**src/executePkg.sv**
```systemverilog
package executePkg;

    //////////////////////////////////////////////////
    // Operation encodings
    //////////////////////////////////////////////////

    // Integer ops first, float ops last
    typedef enum logic [3:0] {
        opAdd,
        opSub,
        opAnd,
        opOr,
        opXor,
        opSll,
        opSrl,
        opSra,
        opSlt,
        opSltu,
        opFadd,
        opFsub
    } execOp;

    // Control FSM states
    typedef enum logic [1:0] {
        ctlIdle,
        ctlFpBusy,
        ctlFpDone
    } ctlState;

    //////////////////////////////////////////////////
    // Single-precision field widths
    //////////////////////////////////////////////////

    parameter int fpExpWidth = 8;
    parameter int fpManWidth = 23;
    parameter int fpWidth    = 1 + fpExpWidth + fpManWidth;

    // True for ops that go to the float unit
    function automatic logic isFloatOp(input execOp op);
        return (op == opFadd) || (op == opFsub);
    endfunction

endpackage
```
**src/executeStage.sv**
```systemverilog
module executeStage import executePkg::*; #(
    parameter int DataWidth    = 32,
    parameter int RegAddrWidth = 5
) (
    input  logic                    clk,
    input  logic                    reset,
    input  logic                    issue,
    input  execOp                   op,
    input  logic [RegAddrWidth-1:0] rs1Num,
    input  logic [RegAddrWidth-1:0] rs2Num,
    input  logic [DataWidth-1:0]    rs1Data,
    input  logic [DataWidth-1:0]    rs2Data,
    input  logic [RegAddrWidth-1:0] rd,
    input  logic                    regWrite,
    input  logic [RegAddrWidth-1:0] wbRd,
    input  logic [DataWidth-1:0]    wbResult,
    input  logic                    wbRegWrite,
    input  logic                    memHold,
    output logic                    stall,
    output logic                    exValid,
    output logic [RegAddrWidth-1:0] exRd,
    output logic                    exRegWrite,
    output logic [DataWidth-1:0]    exResult
);

    logic                    fpStart;
    logic                    fpDone;
    logic                    captureInt;
    logic                    captureFp;
    logic [DataWidth-1:0]    opA;
    logic [DataWidth-1:0]    opB;
    logic [DataWidth-1:0]    aluResult;
    // Float unit is fixed at single precision, DataWidth stays 32
    logic [fpWidth-1:0]      fpResult;
    logic [RegAddrWidth-1:0] fpRd;
    logic                    fpRegWrite;

    //////////////////////////////////////////////////
    // Units
    //////////////////////////////////////////////////

    executeControl u_executeControl (
        .clk        (clk),
        .reset      (reset),
        .issue      (issue),
        .op         (op),
        .memHold    (memHold),
        .fpDone     (fpDone),
        .fpStart    (fpStart),
        .stall      (stall),
        .captureInt (captureInt),
        .captureFp  (captureFp)
    );

    operandForward #(
        .DataWidth    (DataWidth),
        .RegAddrWidth (RegAddrWidth)
    ) u_operandForward (
        .rs1Num     (rs1Num),
        .rs2Num     (rs2Num),
        .rs1Data    (rs1Data),
        .rs2Data    (rs2Data),
        .exRd       (exRd),
        .exRegWrite (exRegWrite),
        .exResult   (exResult),
        .wbRd       (wbRd),
        .wbRegWrite (wbRegWrite),
        .wbResult   (wbResult),
        .opA        (opA),
        .opB        (opB)
    );

    integerAlu #(
        .DataWidth (DataWidth)
    ) u_integerAlu (
        .op        (op),
        .opA       (opA),
        .opB       (opB),
        .aluResult (aluResult)
    );

    fpAddUnit u_fpAddUnit (
        .clk      (clk),
        .reset    (reset),
        .memHold  (memHold),
        .fpStart  (fpStart),
        .subtract (op == opFsub),
        .opA      (opA),
        .opB      (opB),
        .fpDone   (fpDone),
        .fpResult (fpResult)
    );

    //////////////////////////////////////////////////
    // Float destination and EX/MEM register
    //////////////////////////////////////////////////

    // Inputs may change during the stall, keep rd now
    always_ff @(posedge clk) begin
        if (fpStart) begin
            fpRd <= rd;
        end
    end

    always_ff @(posedge clk) begin
        if (reset) begin
            fpRegWrite <= 1'b0;
            exValid    <= 1'b0;
            exRegWrite <= 1'b0;
        end else begin
            if (fpStart) begin
                fpRegWrite <= regWrite;
            end
            // Held cycles keep exValid as is
            if (!memHold) begin
                exValid <= captureInt || captureFp;
            end
            if (captureInt) begin
                exRegWrite <= regWrite;
            end else if (captureFp) begin
                exRegWrite <= fpRegWrite;
            end
        end
    end

    // Payload, loads only on a capture
    always_ff @(posedge clk) begin
        if (captureInt) begin
            exRd     <= rd;
            exResult <= aluResult;
        end else if (captureFp) begin
            exRd     <= fpRd;
            exResult <= fpResult;
        end
    end

    // ALU result only captured for integer ops
    assert property (@(posedge clk) disable iff (reset) captureInt |-> !isFloatOp(op));

endmodule

```
**src/fpAddUnit.sv**
```systemverilog
module fpAddUnit import executePkg::*; (
    input  logic               clk,
    input  logic               reset,
    input  logic               memHold,
    input  logic               fpStart,
    input  logic               subtract,
    input  logic [fpWidth-1:0] opA,
    input  logic [fpWidth-1:0] opB,
    output logic               fpDone,
    output logic [fpWidth-1:0] fpResult
);

    // Mantissa with hidden bit
    localparam int ManBits = fpManWidth + 1;
    localparam int LzWidth = $clog2(ManBits + 1);

    function automatic logic [LzWidth-1:0] leadZeros(input logic [ManBits-1:0] value);
        logic [LzWidth-1:0] count;
        logic               found;
        count = '0;
        found = 1'b0;
        for (int i = ManBits - 1; i >= 0; i--) begin
            if (!found) begin
                if (value[i]) begin
                    found = 1'b1;
                end else begin
                    count = count + 1'b1;
                end
            end
        end
        return count;
    endfunction

    //////////////////////////////////////////////////
    // Align stage
    //////////////////////////////////////////////////

    logic                  signA;
    logic                  signB;
    logic                  aBig;
    logic [fpExpWidth-1:0] expA;
    logic [fpExpWidth-1:0] expB;
    logic [ManBits-1:0]    manA;
    logic [ManBits-1:0]    manB;
    logic [fpExpWidth-1:0] expDiff;

    logic                  alnValid;
    logic                  alnSign;
    logic                  alnSub;
    logic [fpExpWidth-1:0] alnExp;
    logic [ManBits-1:0]    alnManBig;
    logic [ManBits-1:0]    alnManSmall;

    assign signA = opA[fpWidth-1];
    assign signB = opB[fpWidth-1] ^ subtract;
    assign expA  = opA[fpWidth-2:fpManWidth];
    assign expB  = opB[fpWidth-2:fpManWidth];
    // Hidden bit only for a nonzero exponent, so a zero operand adds nothing
    assign manA  = {|expA, opA[fpManWidth-1:0]};
    assign manB  = {|expB, opB[fpManWidth-1:0]};
    // Larger magnitude goes first
    assign aBig    = opA[fpWidth-2:0] >= opB[fpWidth-2:0];
    assign expDiff = aBig ? (expA - expB) : (expB - expA);

    always_ff @(posedge clk) begin
        if (!memHold) begin
            alnSign     <= aBig ? signA : signB;
            alnSub      <= signA ^ signB;
            alnExp      <= aBig ? expA : expB;
            alnManBig   <= aBig ? manA : manB;
            // Shifted-out bits dropped
            alnManSmall <= (aBig ? manB : manA) >> expDiff;
        end
    end

    //////////////////////////////////////////////////
    // Add stage
    //////////////////////////////////////////////////

    logic                  sumValid;
    logic                  sumSign;
    logic [fpExpWidth-1:0] sumExp;
    logic [ManBits:0]      sumMan;

    always_ff @(posedge clk) begin
        if (!memHold) begin
            sumSign <= alnSign;
            sumExp  <= alnExp;
            // Small never exceeds big, so no borrow
            sumMan  <= alnSub ? ({1'b0, alnManBig} - {1'b0, alnManSmall})
                              : ({1'b0, alnManBig} + {1'b0, alnManSmall});
        end
    end

    //////////////////////////////////////////////////
    // Normalize stage
    //////////////////////////////////////////////////

    logic [LzWidth-1:0]           lz;
    logic [fpExpWidth+1:0]        lzWide;
    logic signed [fpExpWidth+1:0] expWide;
    logic signed [fpExpWidth+1:0] normExp;
    logic [ManBits-1:0]           normMan;
    logic [fpWidth-1:0]           normResult;

    always_comb begin
        lz      = leadZeros(sumMan[ManBits-1:0]);
        lzWide  = lz;
        expWide = {2'b00, sumExp};
        if (sumMan[ManBits]) begin
            // Carry out, one right shift
            normMan = sumMan[ManBits:1];
            normExp = expWide + 1'b1;
        end else begin
            normMan = sumMan[ManBits-1:0] << lz;
            normExp = expWide - lzWide;
        end
        if (sumMan == '0) begin
            normResult = '0;
        end else if (normExp < 1) begin
            // Underflow gives signed zero
            normResult = {sumSign, {(fpWidth-1){1'b0}}};
        end else begin
            normResult = {sumSign, normExp[fpExpWidth-1:0], normMan[fpManWidth-1:0]};
        end
    end

    always_ff @(posedge clk) begin
        if (!memHold && sumValid) begin
            fpResult <= normResult;
        end
    end

    // Valid bits, one per stage
    always_ff @(posedge clk) begin
        if (reset) begin
            alnValid <= 1'b0;
            sumValid <= 1'b0;
            fpDone   <= 1'b0;
        end else if (!memHold) begin
            alnValid <= fpStart;
            sumValid <= alnValid;
            fpDone   <= sumValid;
        end
    end

endmodule

```
**src/integerAlu.sv**
```systemverilog
module integerAlu import executePkg::*; #(
    parameter int DataWidth = 32
) (
    input  execOp                op,
    input  logic [DataWidth-1:0] opA,
    input  logic [DataWidth-1:0] opB,
    output logic [DataWidth-1:0] aluResult
);

    logic [4:0] shamt;
    logic       lessSigned;
    logic       lessUnsigned;

    // RV32 shifts use the low five bits only
    assign shamt = opB[4:0];

    assign lessSigned   = $signed(opA) < $signed(opB);
    assign lessUnsigned = opA < opB;

    //////////////////////////////////////////////////
    // Result select
    //////////////////////////////////////////////////

    always_comb begin
        case (op)
            opAdd: aluResult = opA + opB;
            opSub: aluResult = opA - opB;
            opAnd: aluResult = opA & opB;
            opOr:  aluResult = opA | opB;
            opXor: aluResult = opA ^ opB;
            opSll: aluResult = opA << shamt;
            opSrl: aluResult = opA >> shamt;
            // Arithmetic shift keeps the sign bit
            opSra: aluResult = $signed(opA) >>> shamt;
            // Compares write 1 or 0
            opSlt: begin
                aluResult    = '0;
                aluResult[0] = lessSigned;
            end
            opSltu: begin
                aluResult    = '0;
                aluResult[0] = lessUnsigned;
            end
            // Float ops never captured from here
            default: aluResult = '0;
        endcase
    end

endmodule

```
**src/operandForward.sv**
```systemverilog
module operandForward #(
    parameter int DataWidth    = 32,
    parameter int RegAddrWidth = 5
) (
    input  logic [RegAddrWidth-1:0] rs1Num,
    input  logic [RegAddrWidth-1:0] rs2Num,
    input  logic [DataWidth-1:0]    rs1Data,
    input  logic [DataWidth-1:0]    rs2Data,
    input  logic [RegAddrWidth-1:0] exRd,
    input  logic                    exRegWrite,
    input  logic [DataWidth-1:0]    exResult,
    input  logic [RegAddrWidth-1:0] wbRd,
    input  logic                    wbRegWrite,
    input  logic [DataWidth-1:0]    wbResult,
    output logic [DataWidth-1:0]    opA,
    output logic [DataWidth-1:0]    opB
);

    // One operand: EX/MEM first, then writeback, else register file
    function automatic logic [DataWidth-1:0] pickOperand(
        input logic [RegAddrWidth-1:0] num,
        input logic [DataWidth-1:0]    data
    );
        logic exHit;
        logic wbHit;
        // x0 never matches
        exHit = exRegWrite && (exRd != '0) && (exRd == num);
        wbHit = wbRegWrite && (wbRd != '0) && (wbRd == num);
        if (exHit) begin
            return exResult;
        end else if (wbHit) begin
            return wbResult;
        end
        return data;
    endfunction

    always_comb begin
        opA = pickOperand(rs1Num, rs1Data);
        opB = pickOperand(rs2Num, rs2Data);
    end

endmodule

```
**src/executeControl.sv**
```systemverilog
module executeControl import executePkg::*; (
    input  logic  clk,
    input  logic  reset,
    input  logic  issue,
    input  execOp op,
    input  logic  memHold,
    input  logic  fpDone,
    output logic  fpStart,
    output logic  stall,
    output logic  captureInt,
    output logic  captureFp
);

    ctlState state;
    ctlState nextState;

    //////////////////////////////////////////////////
    // Next state and strobes
    //////////////////////////////////////////////////

    always_comb begin
        fpStart    = 1'b0;
        captureInt = 1'b0;
        captureFp  = 1'b0;
        nextState  = state;
        case (state)
            ctlIdle: begin
                // Issue only taken when not held
                if (issue && !memHold) begin
                    if (isFloatOp(op)) begin
                        fpStart   = 1'b1;
                        nextState = ctlFpBusy;
                    end else begin
                        captureInt = 1'b1;
                    end
                end
            end
            ctlFpBusy: begin
                // Wait for normalize stage
                if (fpDone && !memHold) begin
                    nextState = ctlFpDone;
                end
            end
            ctlFpDone: begin
                if (!memHold) begin
                    captureFp = 1'b1;
                    nextState = ctlIdle;
                end
            end
            default: nextState = ctlIdle;
        endcase
    end

    // State frozen on memHold, so stall holds too
    always_ff @(posedge clk) begin
        if (reset) begin
            state <= ctlIdle;
        end else if (!memHold) begin
            state <= nextState;
        end
    end

    // Stall covers the whole float run, including the capture cycle
    assign stall = (state != ctlIdle);

    //////////////////////////////////////////////////
    // Checks
    //////////////////////////////////////////////////

    assert property (@(posedge clk) disable iff (reset) (state == ctlFpBusy) |-> !fpStart);

    assert property (@(posedge clk) disable iff (reset) !(captureInt && captureFp));

endmodule

```
**config.mk**
```make
export PLATFORM = sky130hd
export DESIGN_NAME = executeStage
export DESIGN_NICKNAME = d
export VERILOG_FILES = /design/src/executePkg.sv /design/src/executeStage.sv /design/src/fpAddUnit.sv /design/src/integerAlu.sv /design/src/operandForward.sv /design/src/executeControl.sv
export SDC_FILE = /design/constraint.sdc
export NUM_CORES = 1
export LEC_CHECK = 0
export BUFFER_PORTS_ARGS = -buffer_cell sky130_fd_sc_hd__buf_2
export CAP_MARGIN = 20
export CORE_ASPECT_RATIO = 2
export CORE_UTILIZATION = 55
export CTS_CLUSTER_DIAMETER = 50
export CTS_CLUSTER_SIZE = 40
export DETAILED_ROUTE_END_ITERATION = 8
export GPL_TIMING_DRIVEN = 0
export PLACE_DENSITY = 0.75
export SLEW_MARGIN = 30
export SYNTH_ARGS = -nofsm -noshare
export SYNTH_HDL_FRONTEND = slang
export SYNTH_SLANG_ARGS = --single-unit
```
**constraint.sdc**
```tcl
create_clock -name clk -period 12.25 [get_ports clk]
set_clock_uncertainty 0.05 [all_clocks]
set_input_delay 1.225 -clock clk [delete_from_list [all_inputs] [get_ports clk]]
set_output_delay 1.225 -clock clk [all_outputs]
set_load 0.02 [all_outputs]
```
==> results.cfg, run 1 <==
[placed_design]
gp_congestion = 1.33
port_buffers = 161
post_dp_cell_area_um2 = 25100
dp_hpwl_mm = 105

[global_route]
grt_pass1_wl_mm = 262
grt_usage = 0.793
first_global_vias = 33700
grt_overflow = 1135
grt_max_degree = 78

[yosys]
yosys_warnings = 0
synth_top_family_by_area = compound AO/OA/AOI/OAI gates
synth-seq-cells = 174
synth_flop_cell = edfxtp_1
synth-xor-area-share = 0.0667
synthesis.area_um2 = 23400
synth.avg_cell_area_um2 = 7.54
synth_seq_area_share = 0.219
synth_fa_ha_area_frac = 0.0901
synth_cells = 3110
yosys.area_share.simple = 0.223
synth.distinct_cells = 99
synthMuxAreaShare = 0.103
async_flop_share = 0
synth_compound_area_frac = 0.240
synth-edff-count = 166
synthesis.nets = 3398

[cts]
root_buffer = clkbuf_16
ctsLongestPathBuffers = 2
cts_inserted_buffers = 17
hold_buffers = 0
cts_sinks = 174
htreeDepth = 4

[floorplan]
die_h_um = 294
ios = 166
start_util = 0.559
placementRows = 106
die_w_um = 148

[outcome]
stop_error = [ERROR GRT-0116] Global routing finished with congestion. Check the congestion regions in the DRC Viewer.
run_status = did not finish
haltStage = global routing (5_1_grt)
==> kinds of logic after synthesis <==
family | Yosys count
XOR/XNOR | 157
adder cells (fa/ha/maj) | 166
flip-flops | 174
multiplexers | 209
AND/OR/NAND/NOR | 1145
AO/OA/AOI/OAI | 907
buffers and inverters | 352
==> Yosys cell counts (25+ instances only) <==
cell type,n,share of area
a211oi_1,35,0.011
a21o_1,29,0.0093
a21oi_1,214,0.046
a31oi_1,29,0.0077
buf_1,26,0.0042
clkbuf_1,155,0.025
edfxtp_1,166,0.21
ha_1,156,0.083
inv_1,147,0.024
mux2_2,25,0.012
mux2i_1,160,0.068
nand2_1,418,0.067
nand2b_1,26,0.0069
nand3_1,100,0.021
nor2_1,339,0.054
nor3_1,80,0.017
nor4_1,26,0.0069
o211ai_1,36,0.012
o21ai_0,318,0.068
o22ai_1,26,0.0069
xnor2_1,107,0.040
xor2_1,34,0.013
==> timing repair <==
action / CTS
buffers inserted: 52
pin swaps: 63
resized for setup: 104
setup endpoints to repair: 31
==> per-stage QoR <==
step                hold slack [ns]  instances  TNS, ns  setup slack (ns)  utilization
detailed placement            0.357       3816   -73.64             -2.51        0.600
global placement              0.351       3811   -64.29             -2.18        0.595
floorplan                     0.350       3110        0          0.000234            -
CTS                           0.371       3900    -2.91            -0.151        0.634
==> routing by layer <==
metal / track usage / GRT overflow
met1: 0.748 / 7
met2: 1.02 / 771
met3: 0.591 / 21
met4: 0.861 / 336
met5: 0.188 / 0
==> inputs of run 2 (changes only) <==
--- a/config.mk
+++ b/config.mk
@@ -7,13 +7,10 @@
 export LEC_CHECK = 0
 export BUFFER_PORTS_ARGS = -buffer_cell sky130_fd_sc_hd__buf_2
 export CAP_MARGIN = 20
-export CORE_ASPECT_RATIO = 2
-export CORE_UTILIZATION = 55
-export CTS_CLUSTER_DIAMETER = 50
-export CTS_CLUSTER_SIZE = 40
+export CORE_UTILIZATION = 40
 export DETAILED_ROUTE_END_ITERATION = 8
 export GPL_TIMING_DRIVEN = 0
-export PLACE_DENSITY = 0.75
+export PLACE_DENSITY_LB_ADDON = 0.15
 export SLEW_MARGIN = 30
 export SYNTH_ARGS = -nofsm -noshare
 export SYNTH_HDL_FRONTEND = slang
==> constraint.sdc (replaced) <==
create_clock -name clk -period 15.9 [get_ports clk]
set_clock_uncertainty 0.05 [all_clocks]
set_input_delay 1.59 -clock clk [delete_from_list [all_inputs] [get_ports clk]]
set_output_delay 1.59 -clock clk [all_outputs]
set_load 0.02 [all_outputs]
==> run 2 against run 1 <==
Compared with the run above:
- the flow now finishes without violations
- synthesized area did not move
- synthesized cell count did not move
==> results.cfg, run 2 <==
[outcome]
run_status = completed

[worst_hold_path]
min_path_type = flop to flop
hold_depth = 0

[timing]
fin_crit_ns = 14.88
setup_violations = 0
rsz0062_at_grt = no
fmax_ghz = 0.0672
relSlewSlack = 0.284
setup-tns-final_ns = 0
setup_slack_ns = 1.02
finalCritPeriodShare = 0.936
hold_viol_final = 0
maxSlewViolCount = 0
hold_ws_ns = 0.370
max_slew.worst_pin.slew_ns = 1.07

[yosys]
synthesis.area_um2 = 23400
synth.distinct_cells = 99
yosysMostFrequentCell = nand2_1
yosys_warnings = 0
netlist.area_leader.share = 0.213
async_flop_share = 0
synth.largest_area_cell = edfxtp_1
synth_seq_area_share = 0.219
synth-seq-cells = 174
synth.avg_cell_area_um2 = 7.54
synth-edff-count = 166
synth.area.top_cells = edfxtp_1 (21%), ha_1 (8.3%), mux2i_1 (6.8%), o21ai_0 (6.8%), nand2_1 (6.7%)
synth_flop_cell = edfxtp_1
synth_cells = 3110
ys_top_cells_by_count = nand2_1 (418), nor2_1 (339), o21ai_0 (318)
synthesis.nets = 3398

[finish]
final_cell_mix = nand2_1 (417), nor2_1 (338), o21ai_0 (311)
register_area_um2 = 5140
stdcell_area_um2 = 26100
n_fill_cell = 5899
nets = 3586
reg_top3 = exResult x32, u_fpAddUnit.fpResult x32, u_fpAddUnit.sumMan x25
area_delta_synth_final_pct = 11.3
final_util = 0.452
multiInputGateArea_um2 = 17100
drive_above_1_share = 0.106
layout_commonest_cell = nand2_1

[cts]
insertion_delay_ns = 0.49
cts_inserted_buffers = 17
cts_tree = done
ctsLongestPathBuffers = 2
htreeDepth = 4
cts_sinks = 174
postCtsSetupBuffers = 0
root_buffer = clkbuf_16
clk_pin_slew_worst_paths_ns = 0.08

[power]
p_per_area_nw_per_um2 = 105
cellLeakagePower_uw = 0.0102
ir_drop_mv = 0.0987

[floorplan]
placementRows = 88
dieArea_um2 = 59600
die_h_um = 244
coreArea_um2 = 57800
start_util = 0.406
ios = 166
die_w_um = 244

[setup_path]
slowest_delay_ns = 0.48
critPathKind = flop to flop
path_max_fanout = 10
arrival_ns = 15.08
crit_path_frequent_cell = ha_1
reg2reg_depth = 70
slowest_stage = o31ai_1
worstPathRequired_ns = 16.10
start_kind = flop
worst_setup_path_end_kind = flop

[routing]
vias = 26300
vias_per_cell = 6.44
dr.pass1.iters = 6
drc = 0
finalWirelength_mm = 120
drt_iter0_markers = 2971
wl_per_cell_um = 29.4
ant_nets = 0

[placed_design]
dp_slack_ns = 0.654
dp_hpwl_mm = 98.4
post_dp_cell_area_um2 = 25400
gp_congestion = 1.05
port_buffers = 161

[flow_run]
max-cap-violations = 0

[global_route]
antenna_found_initial = 5
grt_usage = 0.393
grt_pass1_wl_mm = 171
grt_overflow = 0
first_global_vias = 25100
grt_max_degree = 75
-- run 2: cell counts after synthesis --
Identical to the previous run, type by type.
-- run 2: cell families after synthesis --
group                    share of synthesized area
AO/OA/AOI/OAI                                0.240
XOR/XNOR                                    0.0667
AND/OR/NAND/NOR                              0.223
flip-flops                                   0.219
multiplexers                                 0.103
buffers and inverters                       0.0581
adder cells (fa/ha/maj)                     0.0901
-- run 2: path summary, 6_finish.rpt --
| path | startpoint | to | slack, ns |
|---|---|---|---|
| worst min-delay path | u_fpAddUnit.alnExp[1] | u_fpAddUnit.sumExp[1] | 0.37 |
| worst min register to register | u_fpAddUnit.alnExp[1] | u_fpAddUnit.sumExp[1] | 0.37 |
| worst max register to register | u_fpAddUnit.sumMan[22] | u_fpAddUnit.fpResult[1] | 1.02 |
| worst max-delay path | u_fpAddUnit.sumMan[22] | u_fpAddUnit.fpResult[1] | 1.02 |
-- run 2: metrics by stage --
step / cells / total power (uW)
final: 4077 / 2750
after global routing: 4076 / 2890
after CTS: 4075 / 2700
after detailed placement: 4043 / 2240
after global placement: 4036 / 2220
after floorplan: 3110 / 1710
-- run 2: what timing repair did --
item	in CTS	in global routing
setup endpoints to repair	0	14
resized for setup	0	5
hold buffers	0	0
-- run 2: critical path: cells and delay by family (launching register included) --
family	cells	cell delay, ns
flops	1	0.38
fa+ha+maj	13	4.08
compound gates	27	5.23
buf+inv	8	1.44
xor+xnor	1	0.17
mux	6	1.22
simple gates	15	2.06
-- run 2: area by class of cell --
cell class	instances	area share
diodes	1	0.0000959
plain buffers	198	0.0304
clock buffers	17	0.0163
clock inverters	15	0.00791
inverters	154	0.0223
multi-input cells	2584	0.654
flip-flops and latches	174	0.197
well taps	765	0.0367
repair buffers	169	0.0349
-- run 2: report_power, final --
| group | switching, uW | internal, uW |
|---|---|---|
| Sequential | 57.7 | 588 |
| Clock | 236 | 221 |
| Combinational | 1090 | 559 |
-- run 2: layer usage --
layer  vias up  GRT usage  routed length, um
met4         0      0.273               9300
li1      11700          -                  -
met5         -          0                  0
met3       350     0.0510               9210
met2      1511      0.657              56200
met1     12700      0.466              45300
Power figures use the tool's default switching activity.
